===== src/include/arbiter_defs.svh =====
// Sizing for the cache-to-bus arbiter; only eight-beat read bursts are supported.
`ifndef ARBITER_DEFS_SVH
`define ARBITER_DEFS_SVH

// Width of one request word and of one response beat.
`define ARB_DATA_W 64

// Transaction tag width, carried unchanged from request to response.
`define ARB_TAG_W 13

// Beats per transfer.
// The response router and the memory side both assume this fixed length.
`define ARB_BURST_LEN 8

// Each cache sees its resp field at all ones whenever no beat is delivered,
// and that pattern matches the all ones that the bus returns on an idle data path.
// Widths above must match what the caches and the system bus were built with.

`endif


===== src/verilog/arbiter_pkg.sv =====
// Shared arbiter types; all widths come from arbiter_defs.svh and cannot be overridden per instance.
package arbiter_pkg;

`include "arbiter_defs.svh"

	// Request from a cache toward the arbiter.
	typedef struct packed {
		logic                   reqcyc; // Held until reqack.
		logic [`ARB_DATA_W-1:0] req;    // Request word.
		logic [`ARB_TAG_W-1:0]  reqtag; // Tag echoed by memory.
	} cache_req_t;

	// Same layout, driven by the arbiter onto the system bus.
	typedef struct packed {
		logic                   reqcyc; // Dropped after mem_reqack.
		logic [`ARB_DATA_W-1:0] req;
		logic [`ARB_TAG_W-1:0]  reqtag;
	} bus_req_t;

	// One beat from the system bus.
	typedef struct packed {
		logic                   respcyc; // High for one beat.
		logic [`ARB_DATA_W-1:0] resp;
		logic [`ARB_TAG_W-1:0]  resptag;
	} bus_resp_t;

	// One beat as delivered to a cache.
	typedef struct packed {
		logic                   respcyc; // Held over the whole burst.
		logic [`ARB_DATA_W-1:0] resp;    // All ones when no beat.
		logic [`ARB_TAG_W-1:0]  resptag;
	} cache_resp_t;

	// Current bus owner; grant_none doubles as the idle state.
	typedef enum logic [1:0] {
		grant_none   = 2'd0,
		grant_icache = 2'd1,
		grant_dcache = 2'd2
	} grant_t;

	// Beat count, wide enough to hold the full burst length.
	typedef logic [$clog2(`ARB_BURST_LEN + 1)-1:0] beat_count_t;

endpackage


===== src/verilog/arbiter_fsm.sv =====
// Grant FSM for two caches; icache always wins a tie and only one transfer runs at a time.
`timescale 1ns/100ps

module arbiter_fsm import arbiter_pkg::*; (
	input  logic   bus,           // Bus clock.
	input  logic   rst_n,         // Async, active low.
	input  logic   icache_reqcyc, // Instruction cache request strobe.
	input  logic   dcache_reqcyc, // Data cache request strobe.
	input  logic   burst_done,    // Full burst seen and bus quiet.
	output grant_t grant,         // Current owner.
	output logic   load,          // Capture the winner's request.
	output logic   clear          // Restart the beat count.
);

	grant_t grant_next;
	logic   idle;
	logic   any_req;

	// Idle is encoded as no owner, so grant is the whole state.
	assign idle    = (grant == grant_none);
	assign any_req = icache_reqcyc | dcache_reqcyc;

	// Accepting a request happens in the idle cycle the strobe is seen.
	// Leaving idle right away keeps both pulses to one cycle.
	assign load  = idle & any_req;
	assign clear = idle & any_req; // New transfer, new count.

	// Next owner.
	always_comb begin
		grant_next = grant; // Hold by default.
		case (grant)
			grant_none: begin
				if (icache_reqcyc) begin
					grant_next = grant_icache; // Instruction fetch first.
				end else if (dcache_reqcyc) begin
					grant_next = grant_dcache;
				end
			end
			grant_icache,
			grant_dcache: begin
				// Busy until the last beat has passed and respcyc dropped.
				if (burst_done) begin
					grant_next = grant_none;
				end
			end
			default: begin
				grant_next = grant_none; // Recover from an unused code.
			end
		endcase
	end

	// State register.
	always_ff @(posedge bus or negedge rst_n) begin
		if (!rst_n) begin
			grant <= grant_none;
		end else begin
			grant <= grant_next;
		end
	end

	// A waiting cache just holds reqcyc.
	// It is picked up on the first idle cycle after the current burst,
	// so the losing cache never needs to retry.
	// No queue of pending requests is kept here.
	// Fairness is not attempted: a steady icache stream can starve dcache.

endmodule


===== src/verilog/beat_counter.sv =====
// Response beat counter; assumes exactly ARB_BURST_LEN beats per burst and saturates there.
`timescale 1ns/100ps

`include "arbiter_defs.svh"

module beat_counter import arbiter_pkg::*; (
	input  logic        bus,        // Bus clock.
	input  logic        rst_n,      // Async, active low.
	input  logic        clear,      // One-cycle pulse on grant.
	input  logic        respcyc,    // Beat valid from the bus.
	output beat_count_t beat_count, // Beats since last clear.
	output logic        burst_done  // Full count and bus quiet.
);

	localparam beat_count_t FULL = beat_count_t'(`ARB_BURST_LEN);

	// Beats since the last grant.
	always_ff @(posedge bus or negedge rst_n) begin
		if (!rst_n) begin
			beat_count <= '0;
		end else if (clear) begin
			beat_count <= '0; // Fresh transfer.
		end else if (respcyc && (beat_count != FULL)) begin
			beat_count <= beat_count + 1'b1; // Stop at full.
		end
	end

	// The burst is over once every beat has arrived and the bus has
	// lowered respcyc again, as the bus may hold the strobe past the
	// last beat for a cycle.
	// Stays high while idle; the FSM and router ignore it then.
	assign burst_done = (beat_count == FULL) & ~respcyc;

endmodule


===== src/verilog/mem_arbiter.sv =====
// Two-cache memory arbiter top; one transfer in flight, icache priority, fixed eight-beat read bursts.
`timescale 1ns/100ps

module mem_arbiter import arbiter_pkg::*; (
	input  logic        bus,           // Bus clock.
	input  logic        rst_n,         // Async, active low.
	input  cache_req_t  icache_req,    // From the instruction cache.
	input  cache_req_t  dcache_req,    // From the data cache.
	input  logic        mem_reqack,    // One-cycle pulse from memory.
	input  bus_resp_t   mem_resp,      // Response beats.
	output logic        icache_reqack,
	output logic        dcache_reqack,
	output cache_resp_t icache_resp,
	output cache_resp_t dcache_resp,
	output bus_req_t    mem_req,       // Request toward memory.
	output logic        mem_respack    // Held over the burst.
);

	grant_t grant;      // Current owner.
	logic   load;       // Capture pulse.
	logic   clear;      // Count restart pulse.
	logic   burst_done; // End of transfer.

	// Owner selection.
	arbiter_fsm u_fsm (
		.bus           (bus),
		.rst_n         (rst_n),
		.icache_reqcyc (icache_req.reqcyc),
		.dcache_reqcyc (dcache_req.reqcyc),
		.burst_done    (burst_done),
		.grant         (grant),
		.load          (load),
		.clear         (clear)
	);

	// Count is only needed internally for burst_done.
	beat_counter u_beats (
		.bus        (bus),
		.rst_n      (rst_n),
		.clear      (clear),
		.respcyc    (mem_resp.respcyc),
		.beat_count (),
		.burst_done (burst_done)
	);

	request_mux u_req (
		.bus           (bus),
		.rst_n         (rst_n),
		.icache_req    (icache_req),
		.dcache_req    (dcache_req),
		.grant         (grant),
		.load          (load),
		.mem_reqack    (mem_reqack),
		.mem_req       (mem_req),
		.icache_reqack (icache_reqack),
		.dcache_reqack (dcache_reqack)
	);

	response_router u_resp (
		.bus         (bus),
		.rst_n       (rst_n),
		.grant       (grant),
		.mem_resp    (mem_resp),
		.burst_done  (burst_done),
		.icache_resp (icache_resp),
		.dcache_resp (dcache_resp),
		.mem_respack (mem_respack)
	);

endmodule


===== src/verilog/request_mux.sv =====
// Bus request path; captured only on load, and the caches hold theirs until reqack.
`timescale 1ns/100ps

module request_mux import arbiter_pkg::*; (
	input  logic       bus,           // Bus clock.
	input  logic       rst_n,         // Async, active low.
	input  cache_req_t icache_req,    // Instruction cache request.
	input  cache_req_t dcache_req,    // Data cache request.
	input  grant_t     grant,         // Owner, valid from the load edge.
	input  logic       load,          // Capture this cycle.
	input  logic       mem_reqack,    // Bus took the request.
	output bus_req_t   mem_req,       // Request toward memory.
	output logic       icache_reqack, // One-cycle acknowledge.
	output logic       dcache_reqack  // One-cycle acknowledge.
);

	cache_req_t winner;

	logic                   reqcyc_q;
	logic [$bits(winner.req)-1:0]    req_q;
	logic [$bits(winner.reqtag)-1:0] reqtag_q;
	logic                   loaded_q; // High the cycle after load.
	logic                   reqack_q; // Bus ack sampled at the last edge.

	// Same priority as the FSM, so the word follows the new grant.
	assign winner = icache_req.reqcyc ? icache_req : dcache_req;

	// Request strobe toward the bus.
	always_ff @(posedge bus or negedge rst_n) begin
		if (!rst_n) begin
			reqcyc_q <= 1'b0;
		end else if (load) begin
			reqcyc_q <= 1'b1;
		end else if (reqack_q) begin
			reqcyc_q <= 1'b0; // One edge after the ack was sampled.
		end
	end

	// Word and tag only change on a new grant.
	always_ff @(posedge bus) begin
		if (load) begin
			req_q    <= winner.req;
			reqtag_q <= winner.reqtag;
		end
	end

	// Marks the first cycle of a transfer and delays the bus ack.
	always_ff @(posedge bus or negedge rst_n) begin
		if (!rst_n) begin
			loaded_q <= 1'b0;
			reqack_q <= 1'b0;
		end else begin
			loaded_q <= load;
			reqack_q <= mem_reqack;
		end
	end

	assign mem_req = '{reqcyc: reqcyc_q, req: req_q, reqtag: reqtag_q};

	// The ack goes to whoever grant now names.
	// It lines up with the rise of mem_req.reqcyc.
	assign icache_reqack = loaded_q & (grant == grant_icache);
	assign dcache_reqack = loaded_q & (grant == grant_dcache);

endmodule


===== src/verilog/response_router.sv =====
// Response steering to the owning cache; beats are never back-pressured and must be taken the cycle they land.
`timescale 1ns/100ps

module response_router import arbiter_pkg::*; (
	input  logic        bus,         // Bus clock.
	input  logic        rst_n,       // Async, active low.
	input  grant_t      grant,       // Current owner.
	input  bus_resp_t   mem_resp,    // Beat from memory.
	input  logic        burst_done,  // Ends the transfer.
	output cache_resp_t icache_resp, // Beats for the icache.
	output cache_resp_t dcache_resp, // Beats for the dcache.
	output logic        mem_respack  // Level over the burst.
);

	logic busy;

	assign busy = (grant != grant_none);

	// Next value for one cache's response register.
	// A beat is copied through; a gap shows all ones on resp but keeps
	// respcyc until the burst ends, like the bus side does.
	function automatic cache_resp_t route_beat(
		input cache_resp_t cur,
		input logic        mine,
		input bus_resp_t   beat,
		input logic        done
	);
		cache_resp_t nxt;
		nxt      = cur;
		nxt.resp = '1; // Idle data path.
		if (mine && beat.respcyc) begin
			nxt.respcyc = 1'b1;
			nxt.resp    = beat.resp;
			nxt.resptag = beat.resptag;
		end else if (!mine || done) begin
			nxt.respcyc = 1'b0; // Not ours, or burst over.
		end
		return nxt;
	endfunction

	// One register per cache, same rule for both.
	always_ff @(posedge bus or negedge rst_n) begin
		if (!rst_n) begin
			icache_resp <= '{respcyc: 1'b0, resp: '1, resptag: '0};
			dcache_resp <= '{respcyc: 1'b0, resp: '1, resptag: '0};
		end else begin
			icache_resp <= route_beat(icache_resp, grant == grant_icache, mem_resp, burst_done);
			dcache_resp <= route_beat(dcache_resp, grant == grant_dcache, mem_resp, burst_done);
		end
	end

	// Acknowledge level toward memory.
	always_ff @(posedge bus or negedge rst_n) begin
		if (!rst_n) begin
			mem_respack <= 1'b0;
		end else if (busy && mem_resp.respcyc) begin
			mem_respack <= 1'b1; // Rises with the first delivered beat.
		end else if (busy && burst_done) begin
			mem_respack <= 1'b0; // Falls with the owner's respcyc.
		end
	end

endmodule

===== config.mk =====
export PLATFORM = sky130hd
export DESIGN_NAME = mem_arbiter
export DESIGN_NICKNAME = d
export VERILOG_FILES = /design/src/verilog/arbiter_pkg.sv /design/src/verilog/arbiter_fsm.sv /design/src/verilog/beat_counter.sv /design/src/verilog/mem_arbiter.sv /design/src/verilog/request_mux.sv /design/src/verilog/response_router.sv
export VERILOG_INCLUDE_DIRS = /design/src /design/src/include
export SDC_FILE = /design/constraint.sdc
export NUM_CORES = 1
export LEC_CHECK = 0
export ABC_AREA = 1
export CAP_MARGIN = 20
export CORE_AREA = 2 2 186 188
export CTS_CLUSTER_DIAMETER = 100
export DETAILED_ROUTE_END_ITERATION = 8
export DIE_AREA = 0 0 188 190
export DONT_BUFFER_PORTS = 1
export PLACE_DENSITY = 0.44
export SLEW_MARGIN = 10
export SYNTH_ARGS = -nofsm -noshare
export SYNTH_HDL_FRONTEND = slang
export SYNTH_SLANG_ARGS = --single-unit
export TNS_END_PERCENT = 1

===== constraint.sdc =====
create_clock -name bus -period 2.6 [get_ports bus]
set_input_delay 0.52 -clock bus [delete_from_list [all_inputs] [get_ports bus]]
set_output_delay 0.52 -clock bus [all_outputs]
set_load 0.01 [all_outputs]

==> flow_metrics.env, run 1 <==
export IMPL_hold_buffers=1
export IMPL_critPathMaxFanout=3
export IMPL_synth_edf_count=77
export IMPL_yosys_most_used_dff="dfstp_2"
export IMPL_hold_viol=166
export IMPL_postRouteAntennaNets=0
export IMPL_drt_iter0_markers=198
export IMPL_clock_sinks=243
export IMPL_ys_seq_area_share_pct=72.58
export IMPL_insertion_delay_ns=0.54
export IMPL_vdd_drop_max_v=0.0004458
export IMPL_synthArstFlopShare_pct=68.31
export IMPL_finalPower_w=0.01075
export IMPL_yosysWarnings=0
export IMPL_rsz0062_at_grt="no"
export IMPL_place_inst=1251
export IMPL_fin_hold_ws_ns=-0.2870
export IMPL_critical_path_class="flip-flop to output port"
export IMPL_post_cts_resized=0
export IMPL_synthTopCellsByCount="nand2_1 (401), dfstp_2 (128), inv_1 (88)"
export IMPL_port_buffers=0
export IMPL_final_core_util_pct=30.47
export IMPL_synth_most_common_cell="nand2_1"
export IMPL_coreArea_um2=33950
export IMPL_fmax_ghz=0.5046
export IMPL_wl_mm=23.72
export IMPL_syn_area_um2=9130
export IMPL_ios=474
export IMPL_cts_tree="yes"
export IMPL_syn_num_nets=1067
export IMPL_cap_violations=0
export IMPL_wl_per_cell_um=18.23
export IMPL_dr_total_vias=5360
export IMPL_syn_inst=825
export IMPL_h_tree_depth=1
export IMPL_slew_viol_final=0
export IMPL_cp_end_kind="output port"
export IMPL_clk_pin_slew_ns=0.06
export IMPL_synth_cell_type_count=21
export IMPL_pre_cts_slack_ns=0.6838
export IMPL_nNetsFinal=1067
export IMPL_clock_path_buffers=3
export IMPL_seqCellArea_um2=6626
export IMPL_slew_headroom_pct=49.22
export IMPL_die_area_um2=35720
export IMPL_die_w_um=188
export IMPL_overflow=0
export IMPL_synth_area_top_cells="dfstp_2 (37%), edfxtp_1 (25%), nand2_1 (16%), dfrtp_1 (10%), inv_1 (3.6%)"
export IMPL_grt_max_degree=167
export IMPL_antenna_found_initial=1
export IMPL_startpoint_type="flip-flop"
export IMPL_min_path_type="input pin to asynchronous set/reset pin"
export IMPL_synth_seq_cells=243
export IMPL_start_util_pct=26.89
export IMPL_fp_dieH_um=190
export IMPL_hpwl_mm=17.45
export IMPL_grt_usage_pct=12.62
export IMPL_min_period_ns=1.982
export IMPL_grt_pass1_wl_mm=34.16
export IMPL_required_ns=2.08
export IMPL_drive_gt1_share_pct=21.78
export IMPL_power_density_nw_per_um2=1040
export IMPL_fin_skew_ns=0.02187
export IMPL_area_growth_pct=13.28
export IMPL_setup_slack_ns=0.6180
export IMPL_status="complete, but fails checks"
export IMPL_grt_pass1_vias=5320
export IMPL_fin_cells=1301
export IMPL_multiInputGateArea_um2=1844
export IMPL_postCtsSetupRepairBufs=0
export IMPL_dr_pass1_iters=4
export IMPL_root_buffer="clkbuf_16"
export IMPL_worst_slew_pin_slew_ns=0.7606
export IMPL_violations="hold timing"
export IMPL_arrival_ns=1.46
export IMPL_cts_buffers=26
export IMPL_synth_top_cell_area_share_pct=36.84
export IMPL_nFillCells=3478
export IMPL_vias_per_cell=4.120
export IMPL_setup_viol=0
export IMPL_route_detailed_drc=0
export IMPL_syn_avg_cell_area_um2=11.07
export IMPL_tns_ns=0
export IMPL_yosys_area_top_type="dfstp_2"
export IMPL_rows=68
export IMPL_period_share_pct=76.23
export IMPL_gp_congestion=0.7635
export IMPL_p_leak_nw=4.493
[worst max-delay path, cell delays in order (launching register included)]
cell     delay (ns)
dfrtp_1        0.40
inv_1          0.09
ha_1           0.25
nand2_1        0.07
inv_1          0.12
[flip-flops by register name (all words and copies together) (netlist names)]
register / flops
u_beats.beat_count: 4
u_fsm.grant: 2
u_req.loaded_q: 1
u_req.req_q: 64
u_req.reqack_q: 1
u_req.reqcyc_q: 1
u_req.reqtag_q: 13
u_resp.dcache_resp: 78
u_resp.icache_resp: 78
u_resp.mem_respack: 1
[per-stage QoR]
step	hold slack, ns	area, µm²
finish	-0.2870	10340
detailed placement	0.2309	9473
global placement	0.2304	9473
CTS	-0.3465	10340
global route	-0.3292	10340
floorplan	0.2244	9134
[placed cells by master, fill, tap and decap left out, types with 2 or more instances in the layout]
cell        synthesis  routed
buf_12              0       3
clkbuf_1            0       3
nand2_1           401     401
dfrtp_1            38      38
o21ai_0            24      24
nor2_1              6       6
clkinv_2            0       6
inv_4               2       3
buf_4               5       3
clkinvlp_4          0       2
clkinv_1            0       3
o21ai_1             8       8
edfxtp_1           77      77
nand3_1             5       5
clkbuf_16           0      28
clkbuf_8            0       4
nand2_4             2       2
ha_1                5       5
dfstp_2           128     128
inv_1              88      87
[final cells by class]
| type | count | share of cell area, % |
|---|---|---|
| timing repair buffer | 7 | 0.8952 |
| inverter | 91 | 3.387 |
| antenna | 1 | 0.02420 |
| clock buffer | 35 | 7.416 |
| tap | 455 | 5.504 |
| multi-input combinational | 456 | 17.83 |
| clock inverter | 13 | 0.8710 |
| sequential | 243 | 64.07 |
[metal layers]
metal	GRT usage (%)	wire length (µm)	up-vias
li1	-	-	2508
met2	22.47	12050	324
met1	14.06	9006	2491
met4	4.240	510	0
met3	4.353	2144	37
met5	0	0	-
[cell families (layout without fill, tap and decap cells)]
kind of cell,after synthesis,after routing,share of synthesized area (%)
AND/OR/NAND/NOR,416,416,17.45
adder cells (fa/ha/maj),5,5,0.6852
other,0,1,0
buffers and inverters,126,146,7.222
AO/OA/AOI/OAI,35,35,2.070
flip-flops,243,243,72.58
[power by group]
part | switching [W] | leakage [nW] | total [W] | internal (W)
sequential | 0.000890 | 2.58 | 0.00598 | 0.00509
combinational | 0.000794 | 1.49 | 0.00111 | 0.000315
clock | 0.00151 | 0.424 | 0.00367 | 0.00216
total | 0.00319 | 4.49 | 0.0108 | 0.00756
[worst paths after layout]
check                                          to  slack, ns  cells past startpoint            from
max                                 dcache_reqack       0.62                      4  u_fsm.grant[0]
min                                u_req.reqack_q      -0.29                      0           rst_n
max reg2reg                       u_req.req_q[29]       0.66                      5  u_fsm.grant[0]
min reg2reg                        u_fsm.grant[1]       0.51                      2  u_fsm.grant[1]
max in group asynchronous  u_resp.dcache_resp[19]       2.61                      0           rst_n
min in group bus           u_resp.icache_resp[18]       0.08                      2    mem_resp[18]
No activity file was read; power rests on OpenSTA's default activity.
==> run 2: changes to the inputs <==
==> constraint.sdc (replaced) <==
create_clock -name bus -period 1.8 [get_ports bus]
set_input_delay 0.36 -clock bus [delete_from_list [all_inputs] [get_ports bus]]
set_output_delay 0.36 -clock bus [all_outputs]
set_load 0.01 [all_outputs]
==> run 2 against run 1 <==
Against the previous run:
- highest routed layer unchanged
- count of clock-buffer cells in the layout increased by 8
- critical endpoint is now icache_reqack
- sequential cell count unchanged
- clock skew is 0.015 ns lower
- the flow still finishes with violations (hold timing)
- first-iteration DRC count increased by 110%
- core utilization up 4.8 points
- sequential share of layout area decreased by 8.8 points
==> flow_metrics.env, run 2 (same netlist as run 1, synthesis figures left out) <==
export IMPL_cts_buffers=28
export IMPL_place_inst=1256
export IMPL_wl_per_cell_um=17.80
export IMPL_p_sw_w=0.004802
export IMPL_setup_viol=0
export IMPL_clock_path_buffers=3
export IMPL_p_leak_nw=5.186
export IMPL_hpwl_mm=17.78
export IMPL_grt_pass1_wl_mm=36.81
export IMPL_critical_path_buf_inv_count=2
export IMPL_hold_buffers=145
export IMPL_die_area_um2=35720
export IMPL_pre_cts_slack_ns=0.3086
export IMPL_dr_total_vias=6146
export IMPL_ios=474
export IMPL_grt_pass1_vias=5888
export IMPL_n_antenna_cell=0
export IMPL_fin_skew_ns=0.006767
export IMPL_overflow=0
export IMPL_rows=68
export IMPL_intPower_w=0.01157
export IMPL_port_buffers=0
export IMPL_fmax_ghz=0.5791
export IMPL_min_period_ns=1.727
export IMPL_drt_iter0_markers=422
export IMPL_cap_violations=0
export IMPL_hold_viol=166
export IMPL_fin_cells=1454
export IMPL_tns_ns=0
export IMPL_clock_sinks=243
export IMPL_drive_gt1_share_pct=20.42
export IMPL_crit_chain="inv_2, ha_4, nand2_1, inv_1"
export IMPL_max_stage_delay_ns=0.40
export IMPL_switching_share_pct=29.34
export IMPL_h_tree_depth=1
export IMPL_power_density_nw_per_um2=1366
export IMPL_wl_mm=25.88
export IMPL_nNetsFinal=1219
export IMPL_slowest_stage="dfrtp_1"
export IMPL_vias_per_cell=4.227
export IMPL_rsz0062_at_grt="no"
export IMPL_coreArea_um2=33950
export IMPL_clk_pin_slew_ns=0.06
export IMPL_cp_end_kind="output port"
export IMPL_clkPwrFrac_pct=34.4
export IMPL_nFillCells=3324
export IMPL_finalPower_w=0.01637
export IMPL_critPathTopFamily="flip-flops"
export IMPL_slew_viol_final=0
export IMPL_critPathMaxFanout=3
export IMPL_status="complete, but fails checks"
export IMPL_grt_max_degree=167
export IMPL_start_util_pct=26.89
export IMPL_required_ns=1.44
export IMPL_antenna_found_initial=0
export IMPL_fp_dieH_um=190
export IMPL_period_share_pct=95.93
export IMPL_comb_power_share_pct=12.6
export IMPL_gp_congestion=0.7474
export IMPL_fin_hold_ws_ns=-0.4663
export IMPL_die_w_um=188
export IMPL_insertion_delay_ns=0.53
export IMPL_root_buffer="clkbuf_16"
export IMPL_dr_pass1_iters=5
export IMPL_grt_usage_pct=13.43
export IMPL_vdd_drop_max_v=0.0006853
export IMPL_layout_commonest_cell="nand2_1"
export IMPL_min_path_type="input pin to asynchronous set/reset pin"
export IMPL_violations="hold timing"
export IMPL_final_cell_mix="nand2_1 (400), dlygate4sd3_1 (145), dfstp_2 (128), inv_1 (84), edfxtp_1 (77)"
export IMPL_postRouteAntennaNets=0
export IMPL_route_detailed_drc=0
export IMPL_slew_headroom_pct=37.80
export IMPL_area_growth_pct=31.25
export IMPL_largest_registers="u_resp.dcache_resp x78, u_resp.icache_resp x78, u_req.req_q x64"
export IMPL_arrival_ns=1.37
export IMPL_setup_slack_ns=0.07321
export IMPL_startpoint_type="flip-flop"
export IMPL_cts_tree="yes"
export IMPL_seqPwrFrac_pct=53.0
export IMPL_worst_slew_pin_slew_ns=0.9299
export IMPL_critical_path_class="flip-flop to output port"
run 2: cell types whose count changed in the layout (fill, tap and decap cells not counted), sizes merged:
| cell | delta |
|---|---|
| dlygate4sd3 | +144 |
| clkbuf | +8 |
| buf | +6 |
| clkinv | -4 |
| clkinvlp | -2 |
| inv | +2 |
| diode | -1 |
run 2: routing by layer:
metal,vias up,GRT usage [%],wire length [µm]
li1,2809,-,-
met1,2977,17.66,10520
met2,308,21.30,12430
met3,52,3.818,2118
met4,0,4.543,802
met5,-,0,0
run 2: area by class of cell:
| class | instances | area (µm²) | share of cell area [%] |
|---|---|---|---|
| Timing Repair Buffer | 157 | 1617 | 13.49 |
| Tap cell | 455 | 569.3 | 4.751 |
| Multi-Input combinational cell | 456 | 1884 | 15.73 |
| Inverter | 91 | 350.3 | 2.924 |
| Clock buffer | 43 | 857.1 | 7.153 |
| Sequential cell | 243 | 6626 | 55.30 |
| Clock inverter | 9 | 78.83 | 0.6578 |
run 2: what timing repair did:
action / CTS / global route
resized for setup: 2 / 4
pin swaps: 0 / 1
setup buffers: 0 / 1
endpoints found under the hold margin: 366 / 166
setup endpoints to repair: 2 / 2
run 2: through the flow:
step	instance area (µm²)	utilization, %
4_1_cts	11950	35.21
5_1_grt	11980	35.30
3_5_place_dp	9560	28.16
2_1_floorplan	9146	-
3_3_place_gp	9560	28.16
6_report	11980	35.30
run 2: worst reg2reg max path, delay by kind of cell (launching register included):
family	cells	cell delay, ns
buffers and inverters	3	0.49
adders and majority gates	1	0.17
AOI/OAI and AO/OA	1	0.09
DFF	1	0.43
run 2: worst paths after layout:
path                            cells after the start                endpoint  slack, ns           start
worst min register to register                      1          u_req.reqcyc_q       0.45  u_req.reqack_q
max in group asynchronous                           0  u_resp.dcache_resp[16]       1.94           rst_n
min in group bus                                    2         u_req.req_q[27]       0.03  dcache_req[40]
worst min-delay path                                0  u_resp.icache_resp[12]      -0.47           rst_n
worst max-delay path                                4           icache_reqack       0.07  u_fsm.grant[1]
worst max register to register                      5         u_req.req_q[55]       0.26  u_fsm.grant[0]
run 2: power by group through the flow:
stage | combinational [W] | clock [W] | sequential, W
5_1_grt | 0.00236 | 0.00603 | 0.00878
3_5_place_dp | 0.00180 | 0 | 0.00877
2_1_floorplan | 0.00138 | 0 | 0.00838
4_1_cts | 0.00206 | 0.00580 | 0.00871
6_report | 0.00206 | 0.00563 | 0.00868
3_3_place_gp | 0.00173 | 0 | 0.00880
==> run 3: changes to the inputs <==
--- a/config.mk
+++ b/config.mk
@@ -14,6 +14,7 @@
 export DIE_AREA = 0 0 188 190
 export DONT_BUFFER_PORTS = 1
 export PLACE_DENSITY = 0.44
+export SETUP_SLACK_MARGIN = 0.4
 export SLEW_MARGIN = 10
 export SYNTH_ARGS = -nofsm -noshare
 export SYNTH_HDL_FRONTEND = slang
==> run 3 against run 2 <==
Against the previous run:
- clock skew barely moved
- total power rose by 0.34%
- critical endpoint is now dcache_reqack
- largest power group unchanged
- the run still ends with hold timing left
- worst setup slack improved by 0.059 ns
==> flow_metrics.env, run 3 (same netlist as run 1, synthesis figures left out) <==
export IMPL_nNetsFinal=1222
export IMPL_required_ns=1.44
export IMPL_hold_buffers=145
export IMPL_drive_gt1_share_pct=20.96
export IMPL_layout_commonest_cell="nand2_1"
export IMPL_critPathMaxFanout=3
export IMPL_clock_path_buffers=3
export IMPL_area_growth_pct=31.53
export IMPL_coreArea_um2=33950
export IMPL_wl_per_cell_um=17.81
export IMPL_clock_sinks=243
export IMPL_wl_mm=25.95
export IMPL_vdd_drop_max_v=0.0006863
export IMPL_hpwl_mm=17.78
export IMPL_startpoint_type="flip-flop"
export IMPL_nFillCells=3321
export IMPL_violations="hold timing"
export IMPL_hold_viol=166
export IMPL_worst_slew_pin_slew_ns=0.9149
export IMPL_critical_path_class="flip-flop to output port"
export IMPL_slew_headroom_pct=38.80
export IMPL_fin_hold_ws_ns=-0.4661
export IMPL_setup_viol=0
export IMPL_h_tree_depth=1
export IMPL_min_period_ns=1.668
export IMPL_grt_pass1_wl_mm=36.91
export IMPL_grt_pass1_vias=5913
export IMPL_arrival_ns=1.31
export IMPL_rows=68
export IMPL_port_buffers=0
export IMPL_p_leak_nw=5.197
export IMPL_clk_pin_slew_ns=0.06
export IMPL_root_buffer="clkbuf_16"
export IMPL_rsz0062_at_grt="yes"
export IMPL_grt_usage_pct=13.46
export IMPL_overflow=0
export IMPL_fin_skew_ns=0.006400
export IMPL_status="complete, but fails checks"
export IMPL_power_density_nw_per_um2=1368
export IMPL_grt_max_degree=167
export IMPL_largest_registers="u_resp.dcache_resp x78, u_resp.icache_resp x78, u_req.req_q x64"
export IMPL_gp_congestion=0.7474
export IMPL_n_antenna_cell=0
export IMPL_pre_cts_slack_ns=0.3086
export IMPL_dr_total_vias=6199
export IMPL_cap_violations=0
export IMPL_insertion_delay_ns=0.53
export IMPL_min_path_type="input pin to asynchronous set/reset pin"
export IMPL_fin_area_um2=12010
export IMPL_dr_pass1_iters=6
export IMPL_start_util_pct=26.89
export IMPL_cp_end_kind="output port"
export IMPL_cts_tree="yes"
export IMPL_final_core_util_pct=35.38
export IMPL_route_detailed_drc=0
export IMPL_drt_iter0_markers=406
export IMPL_antenna_found_initial=0
export IMPL_die_w_um=188
export IMPL_slew_viol_final=0
export IMPL_ios=474
export IMPL_final_cell_mix="nand2_1 (399), dlygate4sd3_1 (145), dfstp_2 (128), inv_1 (83), edfxtp_1 (77)"
export IMPL_cts_buffers=28
export IMPL_period_share_pct=92.67
export IMPL_fmax_ghz=0.5995
export IMPL_place_area_um2=9560
export IMPL_setup_slack_ns=0.1319
export IMPL_postRouteAntennaNets=0
export IMPL_die_area_um2=35720
export IMPL_vias_per_cell=4.255
export IMPL_fp_dieH_um=190
-- run 3: routing by layer --
layer	up-vias	track usage (%)	part of all wire (%)
met3	50	3.818	8.2
li1	2817	-	-
met1	3015	17.70	41
met2	317	21.37	48
met4	0	4.543	3.0
met5	-	0	0
-- run 3: worst max-delay path, cell delays in order (launching register included) --
cell and delay, ns:
dfrtp_2 0.43, inv_2 0.09, ha_4 0.14, nand2_2 0.05, inv_2 0.07
-- run 3: area by class of cell --
cell class | instances | area (µm²) | share of cell area [%]
Timing Repair Buffer | 160 | 1639 | 13.65
Multi-Input combinational cell | 456 | 1887 | 15.71
Tap cell | 455 | 569.3 | 4.741
Clock inverter | 9 | 78.83 | 0.6564
Sequential cell | 243 | 6628 | 55.19
Clock buffer | 43 | 857.1 | 7.137
Inverter | 91 | 350.3 | 2.917
-- run 3: power by group --
| part | internal, W | switching [W] |
|---|---|---|
| Combinational | 0.000821 | 0.00128 |
| Sequential | 0.00735 | 0.00134 |
| Clock | 0.00342 | 0.00221 |
| Total | 0.0116 | 0.00483 |
-- run 3: timing repair --
item,4_1_cts,5_1_grt
gates resized for setup,7,2
endpoints found under the hold margin,366,166
setup endpoints to repair,257,294
setup buffers,4,0
-- run 3: worst paths after layout --
check	depth (start not counted)	endpoint	slack, ns	startpoint
max	4	dcache_reqack	0.13	u_fsm.grant[0]
min	0	u_resp.icache_resp[12]	-0.47	rst_n
max reg2reg	6	u_req.req_q[55]	0.15	u_fsm.grant[1]
min reg2reg	1	u_req.reqcyc_q	0.45	u_req.reqack_q
max in group asynchronous	0	u_resp.dcache_resp[16]	1.94	rst_n
min in group bus	2	u_req.req_q[27]	0.03	dcache_req[40]
-- run 3: stage by stage --
stage,std cells,total power (W),TNS (ns)
3_3_place_gp,1256,0.01053,0
5_1_grt,1457,0.01722,0
4_1_cts,1457,0.01665,0
3_5_place_dp,1256,0.01057,0
2_1_floorplan,825,0.009761,-35.44
6_report,1457,0.01642,0
